`config.mk`:
```
export PLATFORM = sky130hd
export DESIGN_NAME = timetag_top
export DESIGN_NICKNAME = d
export VERILOG_FILES = /design/src/hdl/timetag_pkg.sv /design/src/hdl/cmd_parser.sv /design/src/hdl/photon_tagger.sv /design/src/hdl/pulse_seq.sv /design/src/hdl/record_merger.sv /design/src/hdl/timetag_top.sv
export VERILOG_INCLUDE_DIRS = /design/src /design/src/hdl
export SDC_FILE = /design/constraint.sdc
export NUM_CORES = 1
export LEC_CHECK = 0
export BUFFER_PORTS_ARGS = -buffer_cell sky130_fd_sc_hd__clkbuf_2
export CAP_MARGIN = 20
export CORE_UTILIZATION = 44
export DETAILED_ROUTE_END_ITERATION = 10
export SETUP_SLACK_MARGIN = 0.5
export SLEW_MARGIN = 20
export SYNTH_ARGS = -nofsm -noshare
export SYNTH_HDL_FRONTEND = slang
export SYNTH_SLANG_ARGS = --single-unit
export TNS_END_PERCENT = 100
```
`constraint.sdc`:
```
create_clock -name clk -period 6.1 [get_ports clk]
set_input_delay 0.61 -clock clk [delete_from_list [all_inputs] [get_ports clk]]
set_output_delay 0.61 -clock clk [all_outputs]
set_load 0.1 [all_outputs]
```
`src/hdl/timetag_macros.svh`:
```
`ifndef TIMETAG_MACROS_SVH
`define TIMETAG_MACROS_SVH

// Detector inputs and laser outputs share one channel count
`define TT_CHANNELS 4

// Timestamp bits carried in every record
`define TT_TS_WIDTH 26

// Cycles after a tag during which the same channel ignores edges
`define TT_DEADTIME 8

// First byte of every host command frame
`define TT_SYNC_BYTE 8'hAA

`endif

```
`src/hdl/timetag_pkg.sv`:
```
`default_nettype none
`include "timetag_macros.svh"

package timetag_pkg;

	// Host register map
	typedef enum logic [7:0] {
		DET_ENABLE   = 8'h01,
		SEQ_RUN      = 8'h02,
		SEQ_INIT     = 8'h03,
		SEQ_TIMING_0 = 8'h10,
		SEQ_TIMING_1 = 8'h11,
		SEQ_TIMING_2 = 8'h12,
		SEQ_TIMING_3 = 8'h13
	} reg_addr_e;

	// Kind bit at the top of a record word
	typedef enum logic {
		REC_PHOTON = 1'b0,
		REC_LASER  = 1'b1
	} rec_kind_e;

	typedef struct packed {
		logic [31-`TT_CHANNELS:0] reserved;
		logic [`TT_CHANNELS-1:0]  mask;
	} reg_mask_t;

	// Half period lengths of one laser channel
	typedef struct packed {
		logic [15:0] high_count;
		logic [15:0] low_count;
	} reg_timing_t;

	typedef union packed {
		reg_mask_t   mask_view;
		reg_timing_t timing_view;
	} reg_value_u;

endpackage

`default_nettype wire

```
`src/hdl/cmd_parser.sv`:
```
`timescale 1ns/1ps
`default_nettype none
`include "timetag_macros.svh"

module cmd_parser (
	input  wire                     clk,
	input  wire                     rst,
	input  wire [7:0]               cmd_data,
	input  wire                     cmd_wr,
	output logic                    reg_wr,
	output timetag_pkg::reg_addr_e  reg_addr,
	output timetag_pkg::reg_value_u reg_value
);
	import timetag_pkg::*;

	// Address byte plus up to four value bytes
	localparam logic [7:0] MAX_LEN = 8'd5;

	typedef enum logic [2:0] {
		st_hunt,
		st_len,
		st_addr,
		st_value,
		st_skip
	} state_t;

	state_t      state;
	logic [7:0]  remain;
	logic [1:0]  byte_idx;
	logic [31:0] value_q;
	logic        last_byte;

	assign last_byte = (remain == 8'd1);
	assign reg_value = value_q;

	always_ff @(posedge clk) begin
		if (rst) begin
			state <= st_hunt;
			remain <= 8'd0;
			byte_idx <= 2'd0;
			reg_wr <= 1'b0;
		end else begin
			reg_wr <= 1'b0;
			if (cmd_wr) begin
				case (state)
					st_hunt: begin
						if (cmd_data == `TT_SYNC_BYTE)
							state <= st_len;
					end
					st_len: begin
						remain <= cmd_data;
						if (cmd_data == 8'd0)
							state <= st_hunt;
						else if (cmd_data > MAX_LEN)
							state <= st_skip;
						else
							state <= st_addr;
					end
					st_addr: begin
						remain <= remain - 8'd1;
						byte_idx <= 2'd0;
						if (last_byte) begin
							reg_wr <= 1'b1;
							state <= st_hunt;
						end else begin
							state <= st_value;
						end
					end
					st_value: begin
						remain <= remain - 8'd1;
						byte_idx <= byte_idx + 2'd1;
						if (last_byte) begin
							reg_wr <= 1'b1;
							state <= st_hunt;
						end
					end
					st_skip: begin
						// Oversized frame is swallowed whole
						remain <= remain - 8'd1;
						if (last_byte)
							state <= st_hunt;
					end
					default: state <= st_hunt;
				endcase
			end
		end
	end

	// Value bytes arrive least significant first
	always_ff @(posedge clk) begin
		if (cmd_wr && state == st_addr) begin
			reg_addr <= reg_addr_e'(cmd_data);
			value_q <= '0;
		end else if (cmd_wr && state == st_value) begin
			value_q[{byte_idx, 3'b000} +: 8] <= cmd_data;
		end
	end

endmodule

`default_nettype wire

```
`src/hdl/photon_tagger.sv`:
```
`timescale 1ns/1ps
`default_nettype none
`include "timetag_macros.svh"

module photon_tagger (
	input  wire                          clk,
	input  wire                          rst,
	input  wire [`TT_CHANNELS-1:0]       detectors,
	input  wire                          reg_wr,
	input  wire timetag_pkg::reg_addr_e  reg_addr,
	input  wire timetag_pkg::reg_value_u reg_value,
	output logic                         hit,
	output logic [`TT_CHANNELS-1:0]      hit_mask
);
	import timetag_pkg::*;

	localparam int DT_BITS = $clog2(`TT_DEADTIME + 1);

	logic [`TT_CHANNELS-1:0] det_en;
	logic [`TT_CHANNELS-1:0] sync_a;
	logic [`TT_CHANNELS-1:0] sync_b;
	logic [`TT_CHANNELS-1:0] det_prev;
	logic [`TT_CHANNELS-1:0] tag;
	logic [DT_BITS-1:0]      dead [`TT_CHANNELS];

	always_ff @(posedge clk) begin
		if (rst)
			det_en <= '0;
		else if (reg_wr && reg_addr == DET_ENABLE)
			det_en <= reg_value.mask_view.mask;
	end

	// Two flops against metastability, then the previous level for edges
	always_ff @(posedge clk) begin
		if (rst) begin
			sync_a <= '0;
			sync_b <= '0;
			det_prev <= '0;
		end else begin
			sync_a <= detectors;
			sync_b <= sync_a;
			det_prev <= sync_b;
		end
	end

	always_comb begin
		for (int i = 0; i < `TT_CHANNELS; i++)
			tag[i] = det_en[i] & sync_b[i] & ~det_prev[i] & (dead[i] == '0);
	end

	always_ff @(posedge clk) begin
		if (rst) begin
			hit <= 1'b0;
			hit_mask <= '0;
		end else begin
			hit <= |tag;
			hit_mask <= tag;
		end
	end

	// Counter loads on the tag edge, so edges reopen TT_DEADTIME cycles later
	always_ff @(posedge clk) begin
		for (int i = 0; i < `TT_CHANNELS; i++) begin
			if (rst)
				dead[i] <= '0;
			else if (tag[i])
				dead[i] <= DT_BITS'(`TT_DEADTIME - 1);
			else if (dead[i] != '0)
				dead[i] <= dead[i] - 1'b1;
		end
	end

endmodule

`default_nettype wire

```
`src/hdl/pulse_seq.sv`:
```
`timescale 1ns/1ps
`default_nettype none
`include "timetag_macros.svh"

module pulse_seq (
	input  wire                          clk,
	input  wire                          rst,
	input  wire                          reg_wr,
	input  wire timetag_pkg::reg_addr_e  reg_addr,
	input  wire timetag_pkg::reg_value_u reg_value,
	output logic [`TT_CHANNELS-1:0]      laser_en,
	output logic                         toggle
);
	import timetag_pkg::*;

	localparam int IDX_BITS = $clog2(`TT_CHANNELS);

	logic [`TT_CHANNELS-1:0] run_mask;
	logic [`TT_CHANNELS-1:0] run_next;
	logic [`TT_CHANNELS-1:0] init_mask;
	logic [`TT_CHANNELS-1:0] flip;
	logic [7:0]              timing_idx;
	reg_value_u              timing [`TT_CHANNELS];
	logic [15:0]             cnt [`TT_CHANNELS];

	// Cycles left in the current level, minus one
	function automatic logic [15:0] period(reg_value_u t, logic lvl);
		return (lvl ? t.timing_view.high_count : t.timing_view.low_count) - 16'd1;
	endfunction

	assign run_next = (reg_wr && reg_addr == SEQ_RUN) ? reg_value.mask_view.mask : run_mask;
	assign timing_idx = reg_addr - SEQ_TIMING_0;

	always_ff @(posedge clk) begin
		if (rst) begin
			run_mask <= '0;
			init_mask <= '0;
			for (int i = 0; i < `TT_CHANNELS; i++)
				timing[i] <= '0;
		end else begin
			run_mask <= run_next;
			if (reg_wr && reg_addr == SEQ_INIT)
				init_mask <= reg_value.mask_view.mask;
			if (reg_wr && timing_idx < 8'(`TT_CHANNELS))
				timing[timing_idx[IDX_BITS-1:0]] <= reg_value;
		end
	end

	// Only a channel that was running and stays running may flip
	always_comb begin
		for (int i = 0; i < `TT_CHANNELS; i++)
			flip[i] = run_next[i] & run_mask[i] & (cnt[i] == 16'd0);
	end

	always_ff @(posedge clk) begin
		if (rst) begin
			laser_en <= '0;
			toggle <= 1'b0;
			for (int i = 0; i < `TT_CHANNELS; i++)
				cnt[i] <= 16'd0;
		end else begin
			toggle <= |flip;
			for (int i = 0; i < `TT_CHANNELS; i++) begin
				if (!(run_next[i] && run_mask[i])) begin
					// Idle or just started: sit at the initial level
					laser_en[i] <= init_mask[i];
					cnt[i] <= period(timing[i], init_mask[i]);
				end else if (flip[i]) begin
					laser_en[i] <= ~laser_en[i];
					cnt[i] <= period(timing[i], ~laser_en[i]);
				end else begin
					cnt[i] <= cnt[i] - 16'd1;
				end
			end
		end
	end

endmodule

`default_nettype wire

```
`src/hdl/record_merger.sv`:
```
`timescale 1ns/1ps
`default_nettype none
`include "timetag_macros.svh"

module record_merger (
	input  wire                    clk,
	input  wire                    rst,
	input  wire                    hit,
	input  wire [`TT_CHANNELS-1:0] hit_mask,
	input  wire                    toggle,
	input  wire [`TT_CHANNELS-1:0] laser_en,
	output logic                   rec_valid,
	output logic [31:0]            rec_data
);
	import timetag_pkg::*;

	logic [`TT_TS_WIDTH-1:0] ts;
	logic                    park_valid;
	logic                    park_take;
	logic [31:0]             park_data;
	logic [31:0]             photon_word;
	logic [31:0]             laser_word;

	// Kind, channel mask, a zero bit, then the stamp
	function automatic logic [31:0] make_record(
		rec_kind_e                 kind,
		logic [`TT_CHANNELS-1:0]   mask,
		logic [`TT_TS_WIDTH-1:0]   stamp
	);
		return {kind, mask, 1'b0, stamp};
	endfunction

	assign photon_word = make_record(REC_PHOTON, hit_mask, ts);
	assign laser_word = make_record(REC_LASER, laser_en, ts);

	// Laser record waits when the output slot is already taken
	assign park_take = toggle & (hit | park_valid);

	always_ff @(posedge clk) begin
		if (rst) begin
			ts <= '0;
			rec_valid <= 1'b0;
			park_valid <= 1'b0;
		end else begin
			ts <= ts + 1'b1;
			rec_valid <= hit | toggle | park_valid;
			park_valid <= park_take | (park_valid & hit);
		end
	end

	// Photons first, then a parked laser record, then a fresh one
	always_ff @(posedge clk) begin
		if (park_take)
			park_data <= laser_word;
		if (hit)
			rec_data <= photon_word;
		else if (park_valid)
			rec_data <= park_data;
		else
			rec_data <= laser_word;
	end

endmodule

`default_nettype wire

```
`src/hdl/timetag_top.sv`:
```
`timescale 1ns/1ps
`default_nettype none
`include "timetag_macros.svh"

module timetag_top (
	input  wire                     clk,
	input  wire                     rst,
	input  wire [7:0]               cmd_data,
	input  wire                     cmd_wr,
	input  wire [`TT_CHANNELS-1:0]  detectors,
	output logic [`TT_CHANNELS-1:0] laser_en,
	output logic                    rec_valid,
	output logic [31:0]             rec_data
);
	import timetag_pkg::*;

	logic                    reg_wr;
	reg_addr_e               reg_addr;
	reg_value_u              reg_value;
	logic                    hit;
	logic [`TT_CHANNELS-1:0] hit_mask;
	logic                    toggle;

	cmd_parser u_parser (
		.clk       (clk),
		.rst       (rst),
		.cmd_data  (cmd_data),
		.cmd_wr    (cmd_wr),
		.reg_wr    (reg_wr),
		.reg_addr  (reg_addr),
		.reg_value (reg_value)
	);

	// Register writes go to both blocks, each keeps its own addresses
	photon_tagger u_tagger (
		.clk       (clk),
		.rst       (rst),
		.detectors (detectors),
		.reg_wr    (reg_wr),
		.reg_addr  (reg_addr),
		.reg_value (reg_value),
		.hit       (hit),
		.hit_mask  (hit_mask)
	);

	pulse_seq u_seq (
		.clk       (clk),
		.rst       (rst),
		.reg_wr    (reg_wr),
		.reg_addr  (reg_addr),
		.reg_value (reg_value),
		.laser_en  (laser_en),
		.toggle    (toggle)
	);

	record_merger u_merger (
		.clk       (clk),
		.rst       (rst),
		.hit       (hit),
		.hit_mask  (hit_mask),
		.toggle    (toggle),
		.laser_en  (laser_en),
		.rec_valid (rec_valid),
		.rec_data  (rec_data)
	);

endmodule

`default_nettype wire

```
==> results.md, run 1 <==
- Hold_buf cts: 0
- Leakage Power: 0.007752 uW
- Max_slew headroom: 26.18%
- Peak supply drop: 0.2458 mV
- Register area share after synthesis: about 53%
- CP Capture Type: flip-flop
- RSZ-0062 raised after global routing: no
- Combinational fraction of design power: under 10%
- Area delta synth->final: 12.66%
- H-tree depth: 2
- Setup_tns: 0 ns
- Clock Latency Late Sink: a little under 0.6 ns
- Max Freq: 0.2467 GHz
- Vias in the first global route: 13683
- Placement Setup Slack: 2.154 ns
- Overall power: roughly 6100 uW
- Synth area leader: edfxtp_1
- Ratio of cells with drive above 1 in the final layout: 10.93%
- Kind of critical path: flip-flop to flip-flop
- Clock transition at path regs: 0.06 ns
- Ys Warns: 0
- First-pass GRT wire length: 75.25 mm
- CTS max path bufs: 3
- Most common cell after layout, fill and taps aside: edfxtp_1
- Pin count of the biggest net entering global routing: 90
- EDFF count, synth: around 250
- 1st-iter DRT viols: 1132
- Drt via density: 5.566
- DR WL/cell: 18.63 um
- Met2 Use GR: 34.62%
- Crit path required time: about 6.5 ns
- Measured slew at the worst slew-check pin: 1.107 ns
- Fill count: around 3800
- Arrival time worst endpoint: approximately 4.5 ns
- Worst Hold Class: input pin to flip-flop
- Top FF cell, synth: edfxtp_1
- IO Count: 52
- Yosys cell types: 75
- Clock root cell: clkbuf_16
- Ys async rst share: 0%
- Routing usage on met1: a little under a third
- Post-Syn Instances: 1888
- Area after DPL: 0.02000 mm2
- Final WL: around 48 mm
- Post-DP HPWL: 32.80 mm
- Power Density: 284.2 mW/mm2
- Final Hold Viols: 0
- Core area: between 0.04 and 0.05 mm2
- Final Slew Violations: 0
- Final critical-path required period: roughly 4 ns
- Mapped cell area: 0.01907 mm2
- Mapped Avg Cell Area: 10.10 um2
- Vias: 14315
- Full die area: around 0.044 mm2
- Commonest non-fill, non-tap cells in the layout: edfxtp_1 (246), nor2_1 (244), nand2_1 (184)
- Yosys reg bits: between 300 and 400
- Crit path max fanout: 27
- Number of port buffers: 50
- Layout Skew: 0.02301 ns
- Post-route antenna net violation count: 0
- Pre-antenna DRT Iters: 5
- GRT busiest layer: met2
- Post-CTS Setup Inserts: 0
- CTS Buf Count: between 40 and 50
- TritonCTS sink count: between 300 and 400
- Final setup fails: 0
- Fin nets: 1997
- CTS-repair resized insts: 0
- Met3 Use GR: between 3 and 4%
- Final period util: between 60 and 70%
- Initial core utilization: 45.06%
- DRC violations left: 0
- Net Switching: 1441 uW
- Sw Ratio: 23.61%
- Rows: 75
- Clk pwr share: 43.8%
- WHS: ~0.25 ns
- Total Routing Usage GR: 21.78%
- Finished Cell Area: roughly 0.021 mm2
- MaxCap Viol Count: 0
- Initial antenna violation count: 1
- Die Width: 210.2 um
- Die height: approximately 210 um
- Reg power frac: between 40% and 50%
- Outcome: completed
- CP startpoint kind: flip-flop
- Synth top area share: around 39%
- Synth area leaders: edfxtp_1 (39%), dfxtp_1 (15%), mux2i_1 (4.9%)
- Final worst slack: 2.047 ns
- GPL Wtd Cong: around 0.84
- CTS tree: done
- GRT overflow: 0
- Internal power: 4665 uW
## critical path, stage by stage (launching register included)
cell and delay (ns):
edfxtp_1 0.39, or4_4 0.62, o31ai_4 0.96, nor2_1 0.15, a21oi_1 0.22, ha_1 0.32, inv_1 0.13, or4_1 0.54
or3_1 0.38, a21oi_1 0.16
## cell type report
cell class / instances / area, um2 / share of cell area (%)
Sequential cell: 385 / 10170 / 47.34
Multi-Input combinational cell: 1406 / 8523 / 39.67
Clock buffer: 56 / 1219 / 5.673
Tap cell: 577 / 721.9 / 3.361
Timing Repair Buffer: 65 / 365.4 / 1.701
Clock inverter: 22 / 255.2 / 1.188
Inverter: 60 / 225.2 / 1.048
Antenna cell: 1 / 2.502 / 0.01165
## synth_stat cells, types with 12 or more instances
master / count
a211oi_1: 27
a21oi_1: 127
a31oi_1: 19
and2_1: 17
clkbuf_1: 85
dfxtp_1: 139
edfxtp_1: 246
ha_1: 22
inv_1: 60
mux2_2: 52
mux2i_1: 93
nand2_1: 184
nand2b_1: 20
nand3_1: 53
nand4_1: 16
nor2_1: 245
nor2b_1: 27
nor3_1: 49
nor3b_1: 17
nor4_1: 26
o21ai_0: 72
o31ai_1: 16
or2_2: 12
or3_1: 30
or4_1: 12
xnor2_1: 48
xor2_1: 33
## stage by stage
| step | cells | util (%) |
|---|---|---|
| 2_1_floorplan | 1951 | - |
| 3_3_place_gp | 2493 | 47.26 |
| 3_5_place_dp | 2493 | 47.26 |
| 4_1_cts | 2571 | 50.74 |
| 5_1_grt | 2572 | 50.76 |
| 6_report | 2572 | 50.76 |
## power groups by stage
stage | sequential (uW) | clock [uW] | combinational (uW)
after floorplan | 3010 | 0 | 347
after global placement | 3030 | 0 | 441
after detailed placement | 3030 | 0 | 451
after CTS | 2980 | 2720 | 455
after global routing | 2990 | 2820 | 513
final | 2980 | 2670 | 454
## per-layer routing
layer  up-vias  wire length (um)
li1       6939                 -
met1      6884             21770
met2       395             22010
met3        97              2721
met4         0              1414
met5         -                 0
## flip-flops by register name (all words and copies together) (netlist names), 2 cells and up
name and count:
u_seq.timing 128, u_seq.cnt 64, u_parser.reg_value 32, u_merger.rec_data 31, u_merger.park_data 30, u_merger.ts 26
u_tagger.dead 16, u_parser.reg_addr 8, u_parser.remain 8, u_seq.init_mask 4, u_seq.laser_en 4, u_seq.run_mask 4
u_tagger.det_en 4, u_tagger.det_prev 4, u_tagger.hit_mask 4, u_tagger.sync_a 4, u_tagger.sync_b 4, u_parser.state 3
u_parser.byte_idx 2
## worst paths after layout
check                                     startpoint  slack, ns  depth (start not counted)               endpoint
worst min-delay path                    detectors[3]       0.25                          2     u_tagger.sync_a[3]
worst max-delay path            u_parser.reg_addr[3]       2.05                          9       u_seq.cnt[1][12]
worst max register to register  u_parser.reg_addr[3]       2.05                          9       u_seq.cnt[1][12]
worst min register to register  u_tagger.hit_mask[1]       0.43                          2  u_merger.rec_data[28]
## cells by family after synthesis
kind of cell | share of synthesized area [%]
other | 0.03938
adders and majority gates | 1.443
DFF | 53.33
and+or+nand+nor | 18.56
buffers and inverters | 3.268
muxes | 7.952
xor gates and xnor gates | 3.720
AOI/OAI and AO/OA | 11.69
(Power assumes the default switching activity.)
==> run 2, diff against run 1 <==
--- a/config.mk
+++ b/config.mk
@@ -6,6 +6,7 @@
 export SDC_FILE = /design/constraint.sdc
 export NUM_CORES = 1
 export LEC_CHECK = 0
+export ABC_AREA = 1
 export BUFFER_PORTS_ARGS = -buffer_cell sky130_fd_sc_hd__clkbuf_2
 export CAP_MARGIN = 20
 export CORE_UTILIZATION = 44
==> constraint.sdc (replaced) <==
create_clock -name clk -period 4.22 [get_ports clk]
set_input_delay 0.422 -clock clk [delete_from_list [all_inputs] [get_ports clk]]
set_output_delay 0.422 -clock clk [all_outputs]
set_load 0.1 [all_outputs]
==> run 2 against run 1 <==
Synthesized cell count increased by 28%. Worst hold slack got worse by 0.22 ns. Highest routed layer unchanged. Sequential cell count unchanged. Clock skew decreased by 0.0032 ns. Largest power group unchanged. Critical path type unchanged. Register-to-register slack got worse by 0.88 ns.
==> results.md, run 2 <==
- Outcome: completed (unchanged)
- MaxCap Viol Count: 0 (unchanged)
- Top reg by flops: u_seq.timing (unchanged)
- Area after DPL: 0.02099 mm2 (was 0.02000 mm2)
- Peak supply drop: 0.3081 mV (was 0.2458 mV)
- Initial core utilization: 44.81% (was 45.06%)
- Full die area: 0.04619 mm2 (was 0.04418 mm2)
- Setup slack, reg-to-reg: 1.16 ns (was 2.05 ns)
- Crit path required time: 4.55 ns (was 6.52 ns)
- Synth area leader: edfxtp_1 (unchanged)
- IO Count: 52 (unchanged)
- Most frequent cell after synthesis: nand2_1 (was edfxtp_1)
- Worst r2r dst: u_seq.cnt[0][14] (was u_seq.cnt[1][12])
- DRC violations left: 0 (unchanged)
- Max_slew headroom: 42.80% (was 26.18%)
- Drt via density: 5.125 (was 5.566)
- Area delta synth->final: 12.70% (was 12.66%)
- Clock Latency Late Sink: 0.59 ns (was 0.58 ns)
- Vias in the first global route: 15429 (was 13683)
- Final critical-path required period: 3.057 ns (was 4.053 ns)
- CTS max path bufs: 3 (unchanged)
- Final WL: 50.79 mm (was 47.92 mm)
- CP Capture Type: flip-flop (unchanged)
- Pre-antenna DRT Iters: 5 (unchanged)
- Measured slew at the worst slew-check pin: 0.8549 ns (was 1.107 ns)
- Final non-filler cell total: 3143 (was 2572)
- Max Freq: 0.3271 GHz (was 0.2467 GHz)
- Crit path cell chain: nor2_1 -> nand3_1 -> nor2_1 -> nand2_2 -> nor2_4 -> nand2_4 -> nand2_1 -> nand2_1 -> nand2_1 -> nand2_2 -> ha_1 -> nand2_1 -> nor2_4 -> nand2_1 -> inv_1 -> a21oi_1 -> nor2_1 (was or4_4 -> o31ai_4 -> nor2_1 -> a21oi_1 -> ha_1 -> inv_1 -> or4_1 -> or3_1 -> a21oi_1)
- Post-DP HPWL: 36.69 mm (was 32.80 mm)
- Post-Syn Instances: 2411 (was 1888)
- Reg2reg start: u_seq.cnt[0][9] (was u_parser.reg_addr[3])
- Ys Warns: 0 (unchanged)
- WHS: 0.02677 ns (was 0.2472 ns)
- Clock transition at path regs: 0.06 ns (about the same)
- Final Hold Viols: 0 (unchanged)
- H-tree depth: 2 (unchanged)
- Finished Cell Area: 0.02248 mm2 (was 0.02148 mm2)
- Crit path to: u_seq.cnt[0][14] (was u_seq.cnt[1][12])
- Inst Count DP: 3063 (was 2493)
- Largest register FFs: 128 (unchanged)
- Die Width: 214.9 um (was 210.2 um)
- Post-route antenna net violation count: 0 (unchanged)
- Final Slew Violations: 0 (unchanged)
- GPL Wtd Cong: 0.9362 (was 0.8425)
- Kind of critical path: flip-flop to flip-flop (unchanged)
- Hold_buf cts: 0 (unchanged)
- Mapped cell area: 0.01995 mm2 (was 0.01907 mm2)
- Core area: 0.04451 mm2 (was 0.04232 mm2)
- TritonCTS sink count: 385 (unchanged)
- Most instantiated cells after synthesis: nand2_1 (542), nor2_1 (394), inv_1 (284) (was edfxtp_1 (246), nor2_1 (245), nand2_1 (184))
- Pin count of the biggest net entering global routing: 52 (was 90)
- Register area share after synthesis: 50.99% (was 53.33%)
- CTS-repair resized insts: 0 (unchanged)
- Critical Path Source: u_seq.cnt[0][9] (was u_parser.reg_addr[3])
- Setup_tns: 0 ns (unchanged)
- First-pass GRT wire length: 81.22 mm (was 75.25 mm)
- Hold Path Depth: 3 (was 2)
- Vias: 16108 (was 14315)
- 1st-iter DRT viols: 1382 (was 1132)
- DR WL/cell: 16.16 um (was 18.63 um)
- Yosys cell types: 56 (was 75)
- Number of port buffers: 50 (unchanged)
- Total Routing Usage GR: 22.13% (was 21.78%)
- Most Frequent Cell on Critical Path: nand2_1 (was a21oi_1)
- Commonest non-fill, non-tap cells in the layout: nand2_1 (542), nor2_1 (393), inv_1 (283) (was edfxtp_1 (246), nor2_1 (244), nand2_1 (184))
- Ratio of cells with drive above 1 in the final layout: 9.722% (was 10.93%)
- Post-CTS Setup Inserts: 0 (unchanged)
- Leakage Power: 0.009405 uW (was 0.007752 uW)
- Fin nets: 2553 (was 1997)
- Post-route core utilization: 50.50% (was 50.76%)
- Layout Skew: 0.01980 ns (was 0.02301 ns)
- Synth area leaders: edfxtp_1 (37%), dfxtp_1 (14%), nand2_1 (10%) (was edfxtp_1 (39%), dfxtp_1 (15%), mux2i_1 (4.9%))
- CP peak stage delay: 0.39 ns (was 0.96 ns)
- GRT overflow: 0 (unchanged)
- Yosys reg bits: 385 (unchanged)
- Mapped Avg Cell Area: 8.273 um2 (was 10.10 um2)
- Most common cell after layout, fill and taps aside: nand2_1 (was edfxtp_1)
- Synth top area share: 37.04% (was 38.74%)
- Top FF cell, synth: edfxtp_1 (unchanged)
- Final setup fails: 0 (unchanged)
- EDFF count, synth: 246 (unchanged)
- Power Density: 397.8 mW/mm2 (was 284.2 mW/mm2)
- CTS Buf Count: 43 (was 42)
- Fill count: 4287 (was 3831)
- CP max stage cell: nor2_4 (was o31ai_4)
- Initial antenna violation count: 0 (was 1)
- Crit path max fanout: 16 (was 27)
- Diode count: 0 (was 1)
- RSZ-0062 raised after global routing: no (unchanged)
- R2R cell count: 17 (was 9)
- CP startpoint kind: flip-flop (unchanged)
- Worst Hold Class: input pin to flip-flop (unchanged)
- Ys async rst share: 0% (unchanged)
- Clock root cell: clkbuf_16 (unchanged)
- Rows: 77 (was 75)
- Die height: 214.9 um (was 210.2 um)
- Final period util: 72.43% (was 66.45%)
- CTS tree: done (unchanged)
- Arrival time worst endpoint: 3.39 ns (was 4.47 ns)
-- run 2: cell count changes in the layout (fill, tap and decap cells not counted), sizes merged, moves of 18 or more --
cell    before  now
inv         62  299
nand2      185  560
mux2        52    0
mux2i       93   48
a21oi      127   99
o211ai       9   30
nor2       245  419
nand3       53  118
nor2b       27    0
or3         30    0
nand2b      20    0
o21ai       73  147
xnor2       48   15
nor4        26    8
-- run 2: logic make-up (layout without fill, tap and decap cells) --
kind of cell | after synthesis | in the layout | synth area share [%]
AND/OR/NAND/NOR | 1206 | 1206 | 26.18
flip-flops | 385 | 385 | 50.99
buffers and inverters | 380 | 457 | 7.678
AO/OA/AOI/OAI | 325 | 325 | 9.435
multiplexers | 48 | 48 | 2.409
XOR/XNOR | 43 | 43 | 1.888
adder cells (fa/ha/maj) | 22 | 22 | 1.380
other | 2 | 65 | 0.03765
-- run 2: area by class of cell --
| cell class | count | area [um2] | share of cell area, % |
|---|---|---|---|
| clock buffers | 62 | 1271 | 5.655 |
| repair buffers | 76 | 447.9 | 1.993 |
| well taps | 592 | 740.7 | 3.295 |
| multi-input cells | 1709 | 8499 | 37.81 |
| flip-flops and latches | 385 | 10170 | 45.24 |
| inverters | 301 | 1140 | 5.071 |
| clock inverters | 18 | 209.0 | 0.9296 |
-- run 2: critical path, delay by kind of cell, from the launching register on --
kind            cells  cell delay (ns)
compound gates      1             0.12
fa+ha+maj           1             0.22
buf+inv             1             0.07
flops               1             0.38
simple gates       14             2.01
-- run 2: worst min-delay path by stage --
stage,start,end,slack [ns]
floorplan,u_tagger.sync_a[0],u_tagger.sync_b[0],0.39
global placement,u_tagger.sync_a[3],u_tagger.sync_b[3],0.40
detailed placement,u_tagger.sync_a[3],u_tagger.sync_b[3],0.40
CTS,detectors[3],u_tagger.sync_a[3],0.0008
global route,detectors[1],u_tagger.sync_a[1],0.03
finish,detectors[3],u_tagger.sync_a[3],0.03
-- run 2: per-layer routing --
layer | global-route usage, % | up-vias | share of wire (%)
met5 | 0 | - | 0
met4 | 8.143 | 0 | 2.9
met3 | 2.746 | 99 | 5.1
met2 | 36.62 | 419 | 47
met1 | 29.67 | 7526 | 45
li1 | - | 8064 | -
-- run 2: where the power goes --
part | switching [uW] | total (uW) | internal, uW
sequential | 104 | 4310 | 4200
clock | 1600 | 3900 | 2300
combinational | 493 | 735 | 242
-- run 2: stage by stage --
step                power [uW]  setup WS (ns)
finish                    8941          1.163
floorplan                 4904         0.6287
CTS                       9021          1.178
detailed placement        5115          1.212
global route              9279         0.8055
global placement          5081          1.295
